==> src/logic/cpri_pack_pkg.sv <==
`default_nettype none

package cpri_pack_pkg;

    // ------------------------------
    // frame geometry
    // ------------------------------
    localparam int NUM_ANT        = 4;
    localparam int SAMPLE_W       = 14;
    localparam int PACKED_W       = 16;
    localparam int BEATS_PER_PRB  = 12;
    localparam int PRBS_PER_FRAME = 8;
    localparam int FRAME_WORDS    = BEATS_PER_PRB * PRBS_PER_FRAME;
    localparam int GROUP_LEN      = 8;
    localparam int NUM_GROUPS     = FRAME_WORDS / GROUP_LEN;

    // ------------------------------
    // output address map
    // ------------------------------
    localparam int DATA_ADDR_FIRST = 7;
    localparam int DATA_ADDR_LAST  = 90;
    localparam int HIGH_SLOT_BASE  = 91;
    localparam int HEAD_SLOT       = 3;
    localparam int ZERO_SLOT       = 4;
    localparam int SHIFT_LO_SLOT   = 5;
    localparam int SHIFT_HI_SLOT   = 6;

    typedef logic [SAMPLE_W-1:0] sample_t;
    typedef logic [PACKED_W-1:0] packed_t;
    typedef logic [63:0]         cpri_word_t;
    typedef logic [6:0]          cpri_addr_t;
    typedef logic [6:0]          word_idx_t;
    typedef logic [2:0]          prb_idx_t;
    typedef logic [3:0]          shift_t;

    // nibble n belongs to PRB n of the frame
    typedef shift_t [PRBS_PER_FRAME-1:0] shift_word_t;

    typedef struct packed {
        logic [3:0] ch_type;
        logic       cell_idx;
        logic [6:0] slot_idx;
        logic [3:0] sym_idx;
        logic [8:0] prb_idx;
        logic [7:0] info;
    } prb_meta_t;

    // antenna 0 in the low bits
    typedef sample_t [NUM_ANT-1:0] sample_beat_t;
    typedef shift_t [NUM_ANT-1:0]  shift_beat_t;

    typedef struct packed {
        cpri_word_t                head;
        shift_word_t [NUM_ANT-1:0] ant_shift;
    } frame_info_t;

    typedef enum logic [1:0] {
        EMPTY,
        FULL,
        READING
    } bank_state_t;

    typedef enum logic {
        IDLE,
        READ
    } packer_state_t;

endpackage

`default_nettype wire
==> src/logic/prb_frame_collector.sv <==
`default_nettype none

module prb_frame_collector (
    input  wire                                clk,
    input  wire                                rst,
    input  wire                                i_vld,
    input  wire                                i_sop,
    input  wire                                i_eop,
    input  wire cpri_pack_pkg::prb_meta_t      i_meta,
    input  wire cpri_pack_pkg::sample_beat_t   i_samples,
    input  wire cpri_pack_pkg::shift_beat_t    i_shift,
    output logic                               o_wr_en,
    output cpri_pack_pkg::word_idx_t           o_wr_idx,
    output cpri_pack_pkg::sample_beat_t        o_wr_beat,
    output logic                               o_wr_last,
    output cpri_pack_pkg::frame_info_t         o_wr_info
);

    cpri_pack_pkg::word_idx_t   beat_cnt;
    cpri_pack_pkg::prb_idx_t    prb_cnt;
    cpri_pack_pkg::frame_info_t info_q;
    cpri_pack_pkg::frame_info_t info_next;
    logic                       frame_end;

    assign frame_end = i_vld &&
        (beat_cnt == cpri_pack_pkg::word_idx_t'(cpri_pack_pkg::FRAME_WORDS - 1));

    // ------------------------------
    // beat and PRB counters
    // ------------------------------
    always_ff @(posedge clk)
    begin
        if (rst)
        begin
            beat_cnt <= '0;
            prb_cnt  <= '0;
        end
        else if (i_vld)
        begin
            if (frame_end)
                beat_cnt <= '0;
            else
                beat_cnt <= beat_cnt + 1'b1;
            // PRB index wraps with the frame, 8 eops per frame
            if (i_eop)
                prb_cnt <= prb_cnt + 1'b1;
        end
    end

    // ------------------------------
    // header and shift capture
    // ------------------------------
    always_comb
    begin
        info_next = info_q;
        if (i_vld && i_sop)
        begin
            // common fields and first half of the header from PRB 0
            if (prb_cnt == '0)
            begin
                info_next.head[63:40] = '0;
                info_next.head[39:36] = i_meta.ch_type;
                info_next.head[35:28] = i_meta.prb_idx[7:0];
                info_next.head[19:8]  = {i_meta.cell_idx, i_meta.slot_idx, i_meta.sym_idx};
                info_next.head[7:4]   = i_meta.info[7:4];
            end
            // second half from PRB 4
            if (prb_cnt == cpri_pack_pkg::prb_idx_t'(cpri_pack_pkg::PRBS_PER_FRAME / 2))
            begin
                info_next.head[27:20] = i_meta.prb_idx[7:0];
                info_next.head[3:0]   = i_meta.info[7:4];
            end
            for (int a = 0; a < cpri_pack_pkg::NUM_ANT; a++)
            begin
                info_next.ant_shift[a][prb_cnt] = i_shift[a];
            end
        end
    end

    always_ff @(posedge clk)
    begin
        if (i_vld)
            info_q <= info_next;
    end

    // write side of the buffer follows the input beat directly
    assign o_wr_en   = i_vld;
    assign o_wr_idx  = beat_cnt;
    assign o_wr_beat = i_samples;
    assign o_wr_last = frame_end;
    assign o_wr_info = info_next;

    // ------------------------------
    // checks
    // ------------------------------
    // eop is a qualifier of a valid beat
    assert property (@(posedge clk) disable iff (rst) i_eop |-> i_vld)
        else $error("eop seen without vld");

    // beat count and eop count must agree at every frame end
    assert property (@(posedge clk) disable iff (rst)
        frame_end |-> i_eop &&
            (prb_cnt == cpri_pack_pkg::prb_idx_t'(cpri_pack_pkg::PRBS_PER_FRAME - 1)))
        else $error("frame end not aligned with the eighth eop");

endmodule

`default_nettype wire

==> config.mk <==
export PLATFORM = sky130hd
export DESIGN_NAME = prb_frame_collector
export DESIGN_NICKNAME = d
export VERILOG_FILES = /design/src/logic/cpri_pack_pkg.sv /design/src/logic/prb_frame_collector.sv
export SDC_FILE = /design/constraint.sdc
export NUM_CORES = 1
export LEC_CHECK = 0
export ABC_AREA = 1
export BUFFER_PORTS_ARGS = -buffer_cell sky130_fd_sc_hd__clkbuf_2
export CAP_MARGIN = 20
export CELL_PAD_IN_SITES_DETAIL_PLACEMENT = 0
export CELL_PAD_IN_SITES_GLOBAL_PLACEMENT = 1
export CORE_MARGIN = 1.5
export CORE_UTILIZATION = 39
export DETAILED_ROUTE_END_ITERATION = 10
export HOLD_SLACK_MARGIN = 0.08
export PLACE_DENSITY = 0.84
export SLEW_MARGIN = 20
export SYNTH_ARGS = -nofsm -noshare
export SYNTH_HDL_FRONTEND = slang
export SYNTH_SLANG_ARGS = --single-unit
==> constraint.sdc <==
create_clock -name clk -period 2.5 [get_ports clk]
set_input_delay 0 -clock clk [delete_from_list [all_inputs] [get_ports clk]]
set_output_delay 0 -clock clk [all_outputs]
set_load 0.02 [all_outputs]
==> qor.csv <==
stage;metric;value;unit
critical_path;nature of the critical path endpoint;output pin;
critical_path;Most Frequent Cell on Critical Path;sky130_fd_sc_hd__inv_2;
clock_network;clock transition time at the flip-flop clock pins of the worst setup and hold paths;0.06;ns
sta;slew margin rel.;32.0;%
sta;post-route clock skew;0.00613;ns
floorplanning;DIE HEIGHT;153;microns
finish;fraction of final layout cells with drive strength greater than 1;27.8;%
floorplanning;effective utilization at floorplan;40.1;%
critical_path;critical path class;flop to output pin;
detailed_routing;WL/cell;16.3;microns
yosys;cell area after technology mapping;8830;sq um
clock_network;CTS tree;yes;
clock_network;clock insertion delay at the later pin of the skew report;0.50;ns
power_and_ir_drop;part of the power in registers;45.8;%
yosys;fraction of the mapped netlist area in adder cells;0.425;%
finish;share of the core filled with cells in the final layout;52.8;%
sta;setup repair after global routing missed its margin;no;
finish;number of inserted filler cells in the final layout;1975;
floorplanning;full die area;23600;sq um
place;gpl congestion;0.810;
yosys;post-synthesis sequential element count;202;
clock_network;CTS max path bufs;3;
detailed_routing;Detailed Route Iter0 Violations;419;
yosys;share of the yosys chip area belonging to registers;67.6;%
sta;total count of max-transition violations in the final report;0;
floorplanning;area of the core;22000;sq um
sta;final hold violations;0;
floorplanning;Die Span X;153;microns
sta;share of the cycle needed by the critical path after routing;88.9;%
critical_path;data arrival at the endpoint of the critical path;2.22;ns
global_route;via count of the first global-routing pass;6313;
finish;fin area;11600;sq um
sta;worst slew pin tran;1.02;ns
finish;final cell count without fillers;1386;
critical_path;critical path cell sequence;inv_2, ha_1, inv_1, nor2_4, nand2_4, inv_2, buf_4, nor2_1, clkbuf_2;
yosys;mean area per synthesized cell;11.1;sq um
critical_path;crit start category;flop;
clock_network;clk sink count;202;
detailed_routing;post-DR vias/cell;4.73;
detailed_routing;remaining routing DRC violations;0;
critical_path;critical-path maximum fanout;27;
yosys;number of nets in the synthesized netlist;909;
yosys;post-synthesis share of cell area spent on and, or, nand and nor gates;12.3;%
detailed_routing;drt pass-1 iters;4;
floorplanning;floorplan row count;54;
global_route;overall overflow remaining after global route;0;
yosys;portion of netlist area occupied by mux cells;0;%
place;Detailed Place HPWL;14400;microns
power_and_ir_drop;reported leakage power;0.00528;uW
power_and_ir_drop;relative contribution of combinational cells to total power;14.9;%
global_route;number of antenna violations at the first check in global routing;0;
sta;maximum achievable frequency;0.450;GHz
place;PortBufs;249;
yosys;area share of the largest cell type after synthesis;65.3;%
power_and_ir_drop;Worst IR Drop VDD;0.531;mV
place;placed cell count;1240;
global_route;global router's overall resource usage;18.6;%
power_and_ir_drop;clock share of power;39.3;%
yosys;compound-gate portion of the synthesized area;9.24;%
status;result of the run;finished clean;
critical_path;Data required, critical path;2.50;ns
clock_network;number of H-tree branching levels;1;
yosys;leading cell types by total area after synthesis;sky130_fd_sc_hd__edfxtp_1 (65%), sky130_fd_sc_hd__nand2_1 (9.0%), sky130_fd_sc_hd__buf_4 (5.2%), sky130_fd_sc_hd__o21ai_1 (4.8%), sky130_fd_sc_hd__o21ai_0 (4.1%);
sta;total of endpoints with negative setup slack in the final report;0;
place;area of placed instances;9810;sq um
clock_network;root buffer cell;sky130_fd_sc_hd__clkbuf_16;
sta;total negative setup slack;0;ns
global_route;wire length of the first global-routing pass;34900;microns
yosys;Synth Area in XOR/XNOR;0.0992;%
floorplanning;number of ports placed on the die boundary;367;
detailed_routing;wire length reported by the detailed router;22500;microns
critical_path;cell class contributing the biggest share of worst-path delay;buffers and inverters;
clock_network;post-CTS setup buffer count;0;
critical_path;total buffers and inverters traversed by the critical path;5;
finish;area growth from synthesis to layout;31.8;%
global_route;pin count of the biggest net entering global routing;77;
sta;minimum clock period after layout;2.22;ns
detailed_routing;residual antenna-violating net count after detailed routing;0;
detailed_routing;via count;6551;
hold_path;worst min-delay path category;primary input to flop;
power_and_ir_drop;internal portion of total power;6530;uW
yosys;cell type with the highest aggregate area in the netlist;sky130_fd_sc_hd__edfxtp_1;
power_and_ir_drop;net switching power;2320;uW
clock_network;number of buffers added by the clock tree synthesis step;24;
run;max_cap viols;0;
yosys;combinational family with the most area after synthesis;simple AND/OR/NAND/NOR gates;
yosys;Ys Warns;0;
critical_path;cell with the largest stage delay on the worst path;sky130_fd_sc_hd__dfxtp_1;
yosys;unique cell type count in the Yosys netlist;21;
finish;fin nets;1202;
sta;tightest hold margin;0.106;ns
power_and_ir_drop;power density normalized to cell area;760;nW/um^2
critical_path;CP max stage delay;0.41;ns
power_and_ir_drop;Sw Ratio;26.2;%
yosys;Syn Inst Count;796;
finish;ant diodes;0;
[flip-flops by register name, indices dropped and copies added, names as in the netlist]
| name | count |
|---|---|
| info_q | 192 |
| prb_cnt | 3 |
| o_wr_idx | 7 |
[layer usage]
layer | up-vias | wire, microns | GRT usage, % | part of all wire, %
met3 | 50 | 1200 | 3.32 | 5.3
met2 | 246 | 10400 | 29.8 | 46
met4 | 0 | 817 | 7.21 | 3.6
met1 | 3033 | 10100 | 25.2 | 45
li1 | 3222 | - | - | -
met5 | - | 0 | 0 | 0
[Yosys cell counts (all sizes together)]
| master | instances |
|---|---|
| nand4 | 1 |
| nor3 | 3 |
| o21ai | 156 |
| clkbuf | 1 |
| dfxtp | 10 |
| xnor2 | 1 |
| nor2 | 40 |
| nand2 | 222 |
| buf | 91 |
| a21oi | 7 |
| inv | 65 |
| edfxtp | 192 |
| ha | 3 |
| nand3 | 4 |
[final timing paths]
kind,end,slack (ns),depth (start not counted),startpoint
hold / removal,info_q[17],0.11,3,i_shift[1]
hold reg to reg,o_wr_idx[0],0.50,2,o_wr_idx[0]
setup / recovery,o_wr_info[180],0.28,9,prb_cnt[0]
setup reg to reg,info_q[138],0.75,9,prb_cnt[0]
[per-stage QoR]
stage | worst slack (ns) | total power [uW]
after global routing | 0.0969 | 9210
after detailed placement | 0.613 | 5240
final | 0.278 | 8850
after floorplan | 0.688 | 4900
after CTS | 0.0927 | 8960
after global placement | 0.641 | 5220
[placed cells by master, fill, tap and decap left out]
| cell type | instances |
|---|---|
| sky130_fd_sc_hd__a21oi_1 | 7 |
| sky130_fd_sc_hd__buf_4 | 7 |
| sky130_fd_sc_hd__bufinv_16 | 3 |
| sky130_fd_sc_hd__clkbuf_1 | 4 |
| sky130_fd_sc_hd__clkbuf_16 | 25 |
| sky130_fd_sc_hd__clkbuf_2 | 248 |
| sky130_fd_sc_hd__clkbuf_8 | 1 |
| sky130_fd_sc_hd__clkinv_1 | 4 |
| sky130_fd_sc_hd__clkinv_2 | 5 |
| sky130_fd_sc_hd__clkinvlp_4 | 1 |
| sky130_fd_sc_hd__dfxtp_1 | 10 |
| sky130_fd_sc_hd__dlygate4sd3_1 | 103 |
| sky130_fd_sc_hd__edfxtp_1 | 192 |
| sky130_fd_sc_hd__ha_1 | 3 |
| sky130_fd_sc_hd__inv_1 | 61 |
| sky130_fd_sc_hd__inv_2 | 4 |
| sky130_fd_sc_hd__inv_6 | 1 |
| sky130_fd_sc_hd__nand2_1 | 212 |
| sky130_fd_sc_hd__nand2_2 | 7 |
| sky130_fd_sc_hd__nand2_4 | 3 |
| sky130_fd_sc_hd__nand3_1 | 4 |
| sky130_fd_sc_hd__nand4_1 | 1 |
| sky130_fd_sc_hd__nor2_1 | 37 |
| sky130_fd_sc_hd__nor2_4 | 3 |
| sky130_fd_sc_hd__nor3_1 | 3 |
| sky130_fd_sc_hd__o21ai_0 | 72 |
| sky130_fd_sc_hd__o21ai_1 | 84 |
| sky130_fd_sc_hd__xnor2_1 | 1 |
[power groups by stage]
| stage | combinational [uW] | clock [uW] | sequential, uW |
|---|---|---|---|
| after detailed placement | 1120 | 0 | 4120 |
| after floorplan | 791 | 0 | 4110 |
| after global placement | 1110 | 0 | 4110 |
| after global routing | 1430 | 3710 | 4070 |
| after CTS | 1320 | 3590 | 4050 |
| final | 1320 | 3480 | 4050 |
[kinds of logic after synthesis]
family                   after synthesis
XOR/XNOR                               1
flip-flops                           202
AND/OR/NAND/NOR                      270
adder cells (fa/ha/maj)                3
buffers and inverters                157
AO/OA/AOI/OAI                        163
[worst min-delay path, cell delays in order]
cell	delay, ns
sky130_fd_sc_hd__clkbuf_2	0.08
sky130_fd_sc_hd__inv_1	0.17
sky130_fd_sc_hd__o21ai_1	0.23
[area by class of cell]
cell class | instances | area (sq um) | area share [%]
Clock buffer | 29 | 641 | 5.51
Clock inverter | 14 | 146 | 1.26
Inverter | 65 | 244 | 2.10
Multi-Input combinational cell | 437 | 1950 | 16.8
Sequential cell | 202 | 5970 | 51.3
Tap cell | 280 | 350 | 3.01
Timing Repair Buffer | 359 | 2340 | 20.1
[what timing repair did]
item                                    4_1_cts  5_1_grt
endpoints found under the setup margin        0       40
endpoints found under the hold margin       182        0
gates resized for setup                       0        1
hold buffers                                103        0
(Power assumes the default switching activity.)
